<file path="config.mk">
export PLATFORM = sky130hd
export DESIGN_NAME = irq_ctrl_top
export DESIGN_NICKNAME = d
export VERILOG_FILES = /design/src/verilog/irq_ctrl_pkg.sv /design/src/verilog/irq_ctrl_top.sv /design/src/verilog/wfi_sleep_ctrl.sv /design/src/verilog/irq_arbiter.sv /design/src/verilog/irq_axil_regs.sv
export SDC_FILE = /design/constraint.sdc
export NUM_CORES = 1
export LEC_CHECK = 0
export BUFFER_PORTS_ARGS = -buffer_cell sky130_fd_sc_hd__buf_2
export CAP_MARGIN = 40
export CORE_ASPECT_RATIO = 1.75
export CORE_MARGIN = 5
export CORE_UTILIZATION = 51
export CTS_CLUSTER_DIAMETER = 40
export CTS_CLUSTER_SIZE = 25
export DETAILED_ROUTE_END_ITERATION = 8
export HOLD_SLACK_MARGIN = 0.1
export PLACE_DENSITY = 0.85
export SYNTH_ARGS = -nofsm -noshare
export SYNTH_HDL_FRONTEND = slang
export SYNTH_HIERARCHICAL = 1
export SYNTH_SLANG_ARGS = --single-unit
export TNS_END_PERCENT = 50
</file>
<file path="constraint.sdc">
create_clock -name clk_i -period 2.6 [get_ports clk_i]
set_input_delay 0.26 -clock clk_i [delete_from_list [all_inputs] [get_ports clk_i]]
set_output_delay 0.26 -clock clk_i [all_outputs]
set_load 0.005 [all_outputs]
</file>
<file path="src/verilog/irq_ctrl_pkg.sv">
// ----------------------------------------
// Shared constants, register map and types of the interrupt controller
// Imported by every RTL unit and by the testbench
// ----------------------------------------
package irq_ctrl_pkg;

  // Interrupt line layout
  localparam int NUM_IRQ = 32;
  localparam logic [NUM_IRQ-1:0] VALID_IRQ_MASK = 32'hFFFF_0888;
  localparam int IRQ_ID_W = 5;

  // AXI4-Lite port sizes
  localparam int AXIL_ADDR_W = 4;
  localparam int AXIL_DATA_W = 32;

  // Global enable bit positions inside mstatus
  localparam int MSTATUS_MIE_BIT = 3;
  localparam int MSTATUS_MPIE_BIT = 7;

  // ----------------------------------------
  // Enums
  // ----------------------------------------
  typedef enum logic [AXIL_ADDR_W-1:0] {
    REG_MIE     = 4'h0,
    REG_MSTATUS = 4'h4,
    REG_MIP     = 4'h8,
    REG_MCAUSE  = 4'hC
  } reg_addr_e;

  typedef enum logic [1:0] {
    RESP_OKAY   = 2'b00,
    RESP_SLVERR = 2'b10
  } axil_resp_e;

  typedef enum logic [1:0] {
    WFI_RUN,
    WFI_DRAIN,
    WFI_SLEEP
  } wfi_state_e;

  // ----------------------------------------
  // Packed bundles
  // ----------------------------------------
  // Manager side of the register port
  typedef struct packed {
    logic [AXIL_ADDR_W-1:0]   aw_addr;
    logic                     aw_valid;
    logic [AXIL_DATA_W-1:0]   w_data;
    logic [AXIL_DATA_W/8-1:0] w_strb;
    logic                     w_valid;
    logic                     b_ready;
    logic [AXIL_ADDR_W-1:0]   ar_addr;
    logic                     ar_valid;
    logic                     r_ready;
  } axil_req_t;

  // Subordinate side of the register port
  typedef struct packed {
    logic                   aw_ready;
    logic                   w_ready;
    axil_resp_e             b_resp;
    logic                   b_valid;
    logic                   ar_ready;
    logic [AXIL_DATA_W-1:0] r_data;
    axil_resp_e             r_resp;
    logic                   r_valid;
  } axil_rsp_t;

  // Offer to the core
  typedef struct packed {
    logic                valid;
    logic [IRQ_ID_W-1:0] id;
  } irq_req_t;

  // Accepted offer, back to the CSRs
  typedef struct packed {
    logic                take;
    logic [IRQ_ID_W-1:0] id;
  } irq_take_t;

  // Enable state seen by the arbiter
  typedef struct packed {
    logic [NUM_IRQ-1:0] mie;
    logic               mstatus_mie;
  } irq_cfg_t;

endpackage
</file>
<file path="src/verilog/irq_ctrl_top.sv">
`timescale 1ns/1ps
// ----------------------------------------
// Machine-mode interrupt controller top level
// Register port, arbiter and WFI sleep controller
// ----------------------------------------
module irq_ctrl_top
  import irq_ctrl_pkg::*;
#(
  parameter int unsigned WFI_SLEEP_LATENCY = 2
) (
  input  logic               clk_i,
  input  logic               rst_ni,
  input  axil_req_t          axil_req_i,
  output axil_rsp_t          axil_rsp_o,
  input  logic [NUM_IRQ-1:0] irq_i,
  output irq_req_t           irq_req_o,
  input  logic               irq_ack_i,
  input  logic               mret_i,
  input  logic               wfi_i,
  input  logic               pipeline_idle_i,
  input  logic               debug_req_i,
  output logic               core_sleep_o
);

  // Internal links
  irq_cfg_t           cfg;
  irq_take_t          take;
  logic [NUM_IRQ-1:0] mip;
  logic               wake_pending;

  // ----------------------------------------
  // CSRs behind AXI4-Lite
  // ----------------------------------------
  irq_axil_regs i_irq_axil_regs (
    .clk_i      (clk_i),
    .rst_ni     (rst_ni),
    .axil_req_i (axil_req_i),
    .axil_rsp_o (axil_rsp_o),
    .mip_i      (mip),
    .take_i     (take),
    .mret_i     (mret_i),
    .cfg_o      (cfg)
  );

  // Pending, priority and offer
  irq_arbiter i_irq_arbiter (
    .clk_i          (clk_i),
    .rst_ni         (rst_ni),
    .irq_i          (irq_i),
    .cfg_i          (cfg),
    .irq_ack_i      (irq_ack_i),
    .irq_req_o      (irq_req_o),
    .take_o         (take),
    .mip_o          (mip),
    .wake_pending_o (wake_pending)
  );

  // Sleep and wake
  wfi_sleep_ctrl #(
    .WFI_SLEEP_LATENCY (WFI_SLEEP_LATENCY)
  ) i_wfi_sleep_ctrl (
    .clk_i           (clk_i),
    .rst_ni          (rst_ni),
    .wfi_i           (wfi_i),
    .pipeline_idle_i (pipeline_idle_i),
    .debug_req_i     (debug_req_i),
    .wake_pending_i  (wake_pending),
    .core_sleep_o    (core_sleep_o)
  );

endmodule

</file>
<file path="src/verilog/wfi_sleep_ctrl.sv">
`timescale 1ns/1ps
// ----------------------------------------
// WFI sleep controller
// Drains the pipeline after a retired WFI, then holds the core asleep
// ----------------------------------------
module wfi_sleep_ctrl
  import irq_ctrl_pkg::*;
#(
  parameter int unsigned WFI_SLEEP_LATENCY = 2
) (
  input  logic clk_i,
  input  logic rst_ni,
  input  logic wfi_i,
  input  logic pipeline_idle_i,
  input  logic debug_req_i,
  input  logic wake_pending_i,
  output logic core_sleep_o
);

  // Counter holds up to WFI_SLEEP_LATENCY-1
  localparam int unsigned CNT_W = (WFI_SLEEP_LATENCY > 1) ? $clog2(WFI_SLEEP_LATENCY) : 1;
  localparam logic [CNT_W-1:0] CNT_INIT = CNT_W'(WFI_SLEEP_LATENCY - 1);

  wfi_state_e       state_q;
  wfi_state_e       state_d;
  logic [CNT_W-1:0] cnt_q;
  logic [CNT_W-1:0] cnt_d;
  logic             wake;
  logic             core_sleep_q;

  assign wake = wake_pending_i | debug_req_i;

  // ----------------------------------------
  // Next state
  // ----------------------------------------
  always_comb begin
    state_d = state_q;
    cnt_d = cnt_q;
    case (state_q)
      WFI_RUN: begin
        // A WFI that meets a wake just retires
        if (wfi_i && !wake) begin
          state_d = WFI_DRAIN;
          cnt_d = CNT_INIT;
        end
      end
      WFI_DRAIN: begin
        if (wake) begin
          state_d = WFI_RUN;
        end else if (cnt_q != '0) begin
          cnt_d = cnt_q - 1'b1;
        end else if (pipeline_idle_i) begin
          state_d = WFI_SLEEP;
        end
      end
      WFI_SLEEP: begin
        if (wake) begin
          state_d = WFI_RUN;
        end
      end
      default: state_d = WFI_RUN;
    endcase
  end

  // ----------------------------------------
  // State registers
  // ----------------------------------------
  always_ff @(posedge clk_i or negedge rst_ni) begin
    if (!rst_ni) begin
      state_q <= WFI_RUN;
      cnt_q <= '0;
      core_sleep_q <= 1'b0;
    end else begin
      state_q <= state_d;
      cnt_q <= cnt_d;
      core_sleep_q <= (state_d == WFI_SLEEP);
    end
  end

  // Glitch-free sleep output
  assign core_sleep_o = core_sleep_q;

endmodule

</file>
<file path="src/verilog/irq_arbiter.sv">
`timescale 1ns/1ps
// ----------------------------------------
// Pending register and fixed-priority interrupt selection
// Offers the winner to the core and flags the take back to the CSRs
// ----------------------------------------
module irq_arbiter
  import irq_ctrl_pkg::*;
(
  input  logic               clk_i,
  input  logic               rst_ni,
  input  logic [NUM_IRQ-1:0] irq_i,
  input  irq_cfg_t           cfg_i,
  input  logic               irq_ack_i,
  output irq_req_t           irq_req_o,
  output irq_take_t          take_o,
  output logic [NUM_IRQ-1:0] mip_o,
  output logic               wake_pending_o
);

  logic [NUM_IRQ-1:0]  mip_q;
  logic [NUM_IRQ-1:0]  pend_en;
  logic                any_pend;
  logic [IRQ_ID_W-1:0] win_id;
  logic                offer;

  // ----------------------------------------
  // Pending sampling
  // ----------------------------------------
  // Reserved lines never pend
  always_ff @(posedge clk_i or negedge rst_ni) begin
    if (!rst_ni) begin
      mip_q <= '0;
    end else begin
      mip_q <= irq_i & VALID_IRQ_MASK;
    end
  end

  assign mip_o = mip_q;

  // Enabled and pending before the global enable
  assign pend_en = mip_q & cfg_i.mie;
  assign any_pend = |pend_en;

  // Wake ignores mstatus MIE
  assign wake_pending_o = any_pend;

  // ----------------------------------------
  // Priority select
  // ----------------------------------------
  // Order is 31..16, then 11 (MEI), 3 (MSI), 7 (MTI)
  // Written lowest first so a later match overrides
  always_comb begin
    win_id = '0;
    if (pend_en[7]) begin
      win_id = IRQ_ID_W'(7);
    end
    if (pend_en[3]) begin
      win_id = IRQ_ID_W'(3);
    end
    if (pend_en[11]) begin
      win_id = IRQ_ID_W'(11);
    end
    // Highest platform line wins
    for (int i = 16; i < NUM_IRQ; i++) begin
      if (pend_en[i]) begin
        win_id = IRQ_ID_W'(i);
      end
    end
  end

  // ----------------------------------------
  // Offer and take
  // ----------------------------------------
  assign offer = any_pend & cfg_i.mstatus_mie;

  assign irq_req_o = '{valid: offer, id: win_id};

  // Taken in any cycle where offer and ack meet
  assign take_o = '{take: offer & irq_ack_i, id: win_id};

endmodule

</file>
<file path="src/verilog/irq_axil_regs.sv">
`timescale 1ns/1ps
// ----------------------------------------
// AXI4-Lite register block of the interrupt controller
// Stores mie, mstatus MIE and MPIE and mcause and reads back mip
// ----------------------------------------
module irq_axil_regs
  import irq_ctrl_pkg::*;
(
  input  logic               clk_i,
  input  logic               rst_ni,
  input  axil_req_t          axil_req_i,
  output axil_rsp_t          axil_rsp_o,
  input  logic [NUM_IRQ-1:0] mip_i,
  input  irq_take_t          take_i,
  input  logic               mret_i,
  output irq_cfg_t           cfg_o
);

  // CSR state
  logic [NUM_IRQ-1:0]     mie_q;
  logic                   mstatus_mie_q;
  logic                   mstatus_mpie_q;
  logic                   mcause_irq_q;
  logic [IRQ_ID_W-1:0]    mcause_id_q;

  // Response channel state
  logic                   b_valid_q;
  axil_resp_e             b_resp_q;
  logic                   r_valid_q;
  axil_resp_e             r_resp_q;
  logic [AXIL_DATA_W-1:0] r_data_q;

  // Decode
  logic                   wr_hs;
  logic                   rd_hs;
  logic                   wr_mie;
  logic                   wr_mstatus;
  axil_resp_e             wr_resp;
  logic [AXIL_DATA_W-1:0] mstatus_rd;
  logic [AXIL_DATA_W-1:0] wr_data_mie;
  logic [AXIL_DATA_W-1:0] wr_data_mstatus;
  logic [AXIL_DATA_W-1:0] rd_data;
  axil_resp_e             rd_resp;

  // Merge write data into the old value byte by byte
  function automatic logic [AXIL_DATA_W-1:0] apply_strb(
    input logic [AXIL_DATA_W-1:0]   old_val,
    input logic [AXIL_DATA_W-1:0]   new_val,
    input logic [AXIL_DATA_W/8-1:0] strb
  );
    logic [AXIL_DATA_W-1:0] res;
    res = old_val;
    for (int b = 0; b < AXIL_DATA_W / 8; b++) begin
      if (strb[b]) begin
        res[8*b +: 8] = new_val[8*b +: 8];
      end
    end
    return res;
  endfunction

  // ----------------------------------------
  // Handshakes and address decode
  // ----------------------------------------
  // AW and W go together with one write in flight
  assign wr_hs = axil_req_i.aw_valid & axil_req_i.w_valid & ~b_valid_q;
  assign rd_hs = axil_req_i.ar_valid & ~r_valid_q;

  always_comb begin
    mstatus_rd = '0;
    mstatus_rd[MSTATUS_MIE_BIT] = mstatus_mie_q;
    mstatus_rd[MSTATUS_MPIE_BIT] = mstatus_mpie_q;
  end

  assign wr_data_mie = apply_strb(mie_q, axil_req_i.w_data, axil_req_i.w_strb) & VALID_IRQ_MASK;
  assign wr_data_mstatus = apply_strb(mstatus_rd, axil_req_i.w_data, axil_req_i.w_strb);

  always_comb begin
    wr_mie = 1'b0;
    wr_mstatus = 1'b0;
    wr_resp = RESP_OKAY;
    case (axil_req_i.aw_addr)
      REG_MIE:     wr_mie = wr_hs;
      REG_MSTATUS: wr_mstatus = wr_hs;
      // Read-only registers silently drop the write
      REG_MIP, REG_MCAUSE: wr_resp = RESP_OKAY;
      default:     wr_resp = RESP_SLVERR;
    endcase
  end

  always_comb begin
    rd_data = '0;
    rd_resp = RESP_OKAY;
    case (axil_req_i.ar_addr)
      REG_MIE:     rd_data = mie_q;
      REG_MSTATUS: rd_data = mstatus_rd;
      REG_MIP:     rd_data = mip_i;
      REG_MCAUSE:  rd_data = {mcause_irq_q, {(AXIL_DATA_W-1-IRQ_ID_W){1'b0}}, mcause_id_q};
      default:     rd_resp = RESP_SLVERR;
    endcase
  end

  // ----------------------------------------
  // CSR update
  // ----------------------------------------
  // Take beats mret and mret beats a bus write to mstatus
  always_ff @(posedge clk_i or negedge rst_ni) begin
    if (!rst_ni) begin
      mie_q <= '0;
      mstatus_mie_q <= 1'b0;
      mstatus_mpie_q <= 1'b0;
      mcause_irq_q <= 1'b0;
      mcause_id_q <= '0;
    end else begin
      if (wr_mie) begin
        mie_q <= wr_data_mie;
      end
      if (take_i.take) begin
        mstatus_mpie_q <= mstatus_mie_q;
        mstatus_mie_q <= 1'b0;
        mcause_irq_q <= 1'b1;
        mcause_id_q <= take_i.id;
      end else if (mret_i) begin
        mstatus_mie_q <= mstatus_mpie_q;
        mstatus_mpie_q <= 1'b1;
      end else if (wr_mstatus) begin
        mstatus_mie_q <= wr_data_mstatus[MSTATUS_MIE_BIT];
        mstatus_mpie_q <= wr_data_mstatus[MSTATUS_MPIE_BIT];
      end
    end
  end

  // ----------------------------------------
  // Response channels
  // ----------------------------------------
  always_ff @(posedge clk_i or negedge rst_ni) begin
    if (!rst_ni) begin
      b_valid_q <= 1'b0;
      r_valid_q <= 1'b0;
    end else begin
      // Valid holds until the manager is ready
      if (wr_hs) begin
        b_valid_q <= 1'b1;
      end else if (axil_req_i.b_ready) begin
        b_valid_q <= 1'b0;
      end
      if (rd_hs) begin
        r_valid_q <= 1'b1;
      end else if (axil_req_i.r_ready) begin
        r_valid_q <= 1'b0;
      end
    end
  end

  always_ff @(posedge clk_i or negedge rst_ni) begin
    if (!rst_ni) begin
      b_resp_q <= RESP_OKAY;
      r_data_q <= '0;
      r_resp_q <= RESP_OKAY;
    end else begin
      if (wr_hs) begin
        b_resp_q <= wr_resp;
      end
      if (rd_hs) begin
        r_data_q <= rd_data;
        r_resp_q <= rd_resp;
      end
    end
  end

  assign axil_rsp_o = '{
    aw_ready: ~b_valid_q,
    w_ready:  ~b_valid_q,
    b_resp:   b_resp_q,
    b_valid:  b_valid_q,
    ar_ready: ~r_valid_q,
    r_data:   r_data_q,
    r_resp:   r_resp_q,
    r_valid:  r_valid_q
  };

  assign cfg_o = '{mie: mie_q, mstatus_mie: mstatus_mie_q};

endmodule

</file>
# ---- After elaboration in Yosys (flattened, before gate mapping)
# Cells that the tools add are included.
dict set report totals {
  reg_bits 88
  inputBits 88
  out_inout_bits 48
  elab_cells 102
}
dict set report classes {
  addsub 1
  n_eq_ne 11
  muxes 45
  bitwise_logic 9
  n_reduce_logical 19
}
# operator n
set op_table {}
lappend op_table {{$pmux 32 s4} 1}
lappend op_table {{$mux 5} 18}
lappend op_table {{$and 32x32->32} 1}
lappend op_table {{$reduce_or 32->1} 1}
lappend op_table {{$eq 4x4->1 const B} 4}
lappend op_table {{$mux 1} 15}
lappend op_table {{$mux 2} 7}
lappend op_table {{$reduce_and 2->1} 5}
lappend op_table {{$eq 4x3->1 const B} 2}
lappend op_table {{$logic_not 4->1} 2}
lappend op_table {{$mux 8} 1}
lappend op_table {{$reduce_or 4->1} 2}
lappend op_table {{$pmux 2 s3} 1}
lappend op_table {{$reduce_bool 2->1} 3}
lappend op_table {{$reduce_bool 3->1} 2}
lappend op_table {{$and 1x1->1} 5}
lappend op_table {{$eq 2x2->1 const B} 2}
lappend op_table {{$mux 3} 1}
lappend op_table {{$reduce_and 3->1} 1}
lappend op_table {{$eq 2x1->1 const B} 1}
lappend op_table {{$logic_not 2->1} 1}
lappend op_table {{$ne 2x1->1 const B} 1}
lappend op_table {{$ne 2x2->1 const B} 1}
lappend op_table {{$not 1->1} 2}
lappend op_table {{other kinds (5)} 5}

# ---- Depth between registers and ports, before layout
dict set report logic_depth {
  word_depth 20
  depth_mapped 7
  depth_no_buf 7
}

# ---- Cells and area by module
# Netlist, hierarchy kept.
# mod instances cells_per_inst area_per_inst_um2 seq_area_each_um2
set by_module_without_submodules {}
lappend by_module_without_submodules {irq_axil_regs 1 261 2922.8 1576.5}
lappend by_module_without_submodules {irq_arbiter 1 87 978.4 475.5}
lappend by_module_without_submodules {wfi_sleep_ctrl 1 15 183.9 100.1}

# ---- Worst setup path before layout
# OpenSTA, ideal clock, no wires.
dict set report synth_timing {
  path_type {reg-to-reg}
  start {reg i_irq_arbiter.mip_q[21], in the netlist i_irq_arbiter/mip_o[21]}
  end {reg i_irq_axil_regs.mstatus_mpie_q}
  setup_ps 144
  arrival_ps 1873
  required_time_ps 2456
  setup_slack_ps 584
  stages_incl_launch_ff 8
  n_path_buf 0
  synth_period_minus_slack_ps 2016
  path_cell_list {dfrtp_1 a22o_4 nor4_4 nand3_2 and3_1 or3_1 a41oi_1 a221oi_1}
}
# item line
set synth_lines {}
lappend synth_lines {{start: declaration} irq_arbiter.sv:20} ;# logic [NUM_IRQ-1:0] mip_q;
lappend synth_lines {{start signal: assignment} irq_arbiter.sv:34} ;# mip_q <= irq_i & VALID_IRQ_MASK;
lappend synth_lines {{end signal: assignment} irq_axil_regs.sv:118} ;# mstatus_mpie_q <= mstatus_mie_q;
lappend synth_lines {{end signal: assignment} irq_axil_regs.sv:127} ;# mstatus_mpie_q <= wr_data_mstatus[MSTATUS_MPIE_BIT];
lappend synth_lines {{end: declaration} irq_axil_regs.sv:22} ;# logic mstatus_mpie_q;

==> flow_results.org <==
** Outcome
- Run status :: complete, no violations

** Global routing
- Entering global routing, the biggest net connects 57 pins.
- The first global-routing pass estimated 16040 µm of wire.
- Vias in the first global route :: 3293
- Antenna violations before repair :: 0
- The total overflow left after global routing is 0.
- Across every metal layer, demand over resource in global routing totals 20.88%.

** Placed design
- Detail Placement HPWL :: 6905 µm
- Once placement completed, the tool counted placed cells totaling 524.
- Buffers added on ports :: 107
- Placed cell area :: 4474 µm²
- Routability-driven placement finished with a final weighted congestion of 0.8674.

** Timing
- Setup violation total in the final timing report :: 0
- Counting I/O delays and the setup requirement, the final critical path takes 2.411 ns.
- Headroom to the max-slew limit came out at 47.86%.
- Setup repair after global routing missed its margin :: false
- Hold Vio Cnt, Final :: 0
- Achievable clock frequency :: 414.8 MHz
- For the pin with the worst max-slew slack, the measured transition is 0.7805 ns.
- Final worst-path cycle share :: 92.72%
- The final count of pins violating max slew came to 0.
- Summed over all failing endpoints, the final setup total negative slack is 0 ns.
- Clock Skew :: 0.007290 ns

** Setup path
- Walking the worst path, the cells encountered are a222oi_1 -> o21ai_1 -> a221oi_2 -> o21ai_1 -> buf_2.
- The worst setup path is launched from a flop.
- The most numerous cell type found on the critical path is sky130_fd_sc_hd__o21ai_1.
- Cell count along the critical path :: 5
- Data arrives at the worst endpoint at 2.15 ns.
- The startpoint identified for the worst register-to-register timing path is i_irq_arbiter/mip_o[28].
- For the worst flop-to-flop path, the logic depth is 7.
- Setup slack on the worst reg-to-reg path comes out at 0.33 ns.
- The most critical setup path has its endpoint at irq_req_o[0].
- For the worst setup path, the data required time is 2.34 ns.
- Standard cell with the maximum stage delay on the critical path :: sky130_fd_sc_hd__a222oi_1
- CP top delay family :: compound AO/OA/AOI/OAI gates
- Critical path start-end classification :: flop to output pin
- On the worst path, the slowest cell contributes a delay of 0.61 ns.
- STA classifies the critical path endpoint as an output pin.
- Worst Path Buf+Inv :: 1
- Of all nets on the critical path, the largest fanout is 5.
- In this run the critical register-to-register path is captured at i_irq_axil_regs/mstatus_mpie_q.
- Critical path launch point :: i_irq_axil_regs/mie_q[11]

** Finish
- With fillers left out, the area of the finished cells amounts to 5000 µm².
- Register area :: 2152 µm²
- Once layout is complete, the utilization of the core stands at 65.62%.
- The count of cells in the finished layout, fillers not included, comes to 561.
- Synth-to-Final Area Change :: 25.38%
- In the final layout, the share of cells above drive strength 1 is 35.31%.
- Antenna cell count :: 0
- Commonest cells after routing, fill and taps aside :: sky130_fd_sc_hd__buf_2 (106), sky130_fd_sc_hd__dfrtp_1 (86), sky130_fd_sc_hd__nand2_1 (54)
- Counting the fill cells in the layout gives 557.
- The library cell used most frequently in the layout, excluding fill and tap cells, is sky130_fd_sc_hd__buf_2.
- Total number of nets in the final design :: 557
- Area used by multi-input combinational logic :: 1590 µm²

** Die
- The floorplan step set the die height to 127.0 µm.
- In this run the core area contains 42 standard-cell rows.
- The core region is 7620 µm².
- 136 I/O pins were placed.
- The initial utilization of the core area, before any placement, comes to 52.33%.
- Die Wd :: 76.84 µm
- The die covers 9757 µm².

** Power and ir drop
- IR drop worst, VDD :: 0.0005923 V
- Sw Pwr :: 0.9075 mW
- The analysis attributes to cell leakage a power of 2.429 nW.
- Sequential cell fraction of total power :: 44.8%
- Power per standard cell area :: 704.3 nW/µm²
- The internal power of the cells totals 2.614 mW.
- Of the total power, the share spent switching nets is 25.77%.
- Clock power share :: 37.5%
- Proportion of power drawn by combinational gates :: 17.7%

** Clock tree
- Number of buffers inserted by post-CTS setup repair :: 0
- CTS H-tree depth :: 3
- Hold-fix buffer count after cts :: 22
- In this run, CTS created clock tree buffers numbering 9.
- Root Buffer Master :: sky130_fd_sc_hd__clkbuf_16
- Number of sinks on the clock net :: 86
- CTS tree :: done
- The later pin in the worst-skew pair is clocked with a latency of 0.34 ns.
- Clock-pin slew on the worst setup and hold paths :: 0.06 ns
- Buffers from clock root to sink, at most :: 2
- Cts repair resizes :: 0

** Drt
- Post-detailed-route count of antenna-violating nets :: 0
- After detailed routing, the number of remaining DRC violations is 0.
- In this run, the number of DRC markers left after iteration 0 of detailed routing was 170.
- After detailed routing, the total wire length is 9418 µm.
- Routed wire length per instance :: 16.79 µm
- Avg Vias per Cell :: 5.512
- Number of detailed-route iterations in the first pass :: 4
- Total number of vias :: 3092

** Min path
- Kind of path behind the tightest hold check :: input port to flop

** Synth
- Synth Warn # :: 6
- Syn avg cell area :: 11.39 µm²
- Cells after synthesis :: 350
- In this run the cell area of the synthesized design comes to 3988 µm².

** Job
- The tool flagged a number of max-cap violations equal to 0.
metrics by stage:
| step | worst slack [ns] | total power, mW | hold WS, ns |
|---|---|---|---|
| 2_1_floorplan | 0.5836 | 2.018 | -0.03559 |
| 3_3_place_gp | 0.3808 | 2.165 | 0.3678 |
| 3_5_place_dp | 0.3308 | 2.201 | 0.2292 |
| 4_1_cts | 0.1957 | 3.558 | 0.1086 |
| 5_1_grt | 0.02848 | 3.698 | 0.1229 |
| 6_report | 0.1892 | 3.521 | 0.1211 |
state kept, by name (all words and copies together) (netlist names), 2 cells and up:
register and cells:
i_irq_axil_regs/r_data_q 32, i_wfi_sleep_ctrl/state_q 2, i_irq_axil_regs/mcause_id_q 5, i_irq_axil_regs/mie_q 19, i_irq_arbiter/mip_o 19
worst min-delay path by stage:
stage / from / endpoint / slack [ns] / cells past startpoint
final: debug_req_i / i_wfi_sleep_ctrl/state_q[1] / 0.12 / 2
after global routing: debug_req_i / i_wfi_sleep_ctrl/core_sleep_o / 0.12 / 2
after CTS: debug_req_i / i_wfi_sleep_ctrl/state_q[1] / 0.11 / 2
after detailed placement: rst_ni / i_irq_arbiter/mip_o[16] / 0.23 / 1
after global placement: irq_i[23] / i_irq_arbiter/mip_o[23] / 0.37 / 1
after floorplan: rst_ni / i_irq_arbiter/mip_o[11] / -0.04 / 0
worst register-to-register path, stage by stage, from the launching register on:
cell and delay (ns):
sky130_fd_sc_hd__dfrtp_1 0.40, sky130_fd_sc_hd__a22o_1 0.32, sky130_fd_sc_hd__nor4_4 0.38, sky130_fd_sc_hd__nand3_2 0.20
sky130_fd_sc_hd__and3_1 0.26, sky130_fd_sc_hd__or3_1 0.34, sky130_fd_sc_hd__a41oi_1 0.17, sky130_fd_sc_hd__a221oi_1 0.08
routing by layer:
layer  up-vias  part of all wire (%)  global-route usage (%)
met5         -                     0                       0
met2       111                    55                   37.41
li1       1473                     -                       -
met1      1480                    36                   22.56
met4         0                   2.5                   9.269
met3        28                   5.9                   5.845
area by class of cell:
cell class | instances | share of cell area, %
clock buffers | 11 | 4.655
well taps | 88 | 2.202
multi-input cells | 232 | 31.81
flip-flops and latches | 86 | 43.04
clock inverters | 4 | 1.451
inverters | 5 | 0.3754
repair buffers | 135 | 16.47
power by group through the flow:
stage	sequential, mW	clock [mW]	combinational, mW
CTS	1.58	1.35	0.631
global route	1.60	1.41	0.694
floorplan	1.57	0	0.445
detailed placement	1.60	0	0.602
global placement	1.59	0	0.576
finish	1.58	1.32	0.622
No activity file was read; power rests on OpenSTA's default activity.
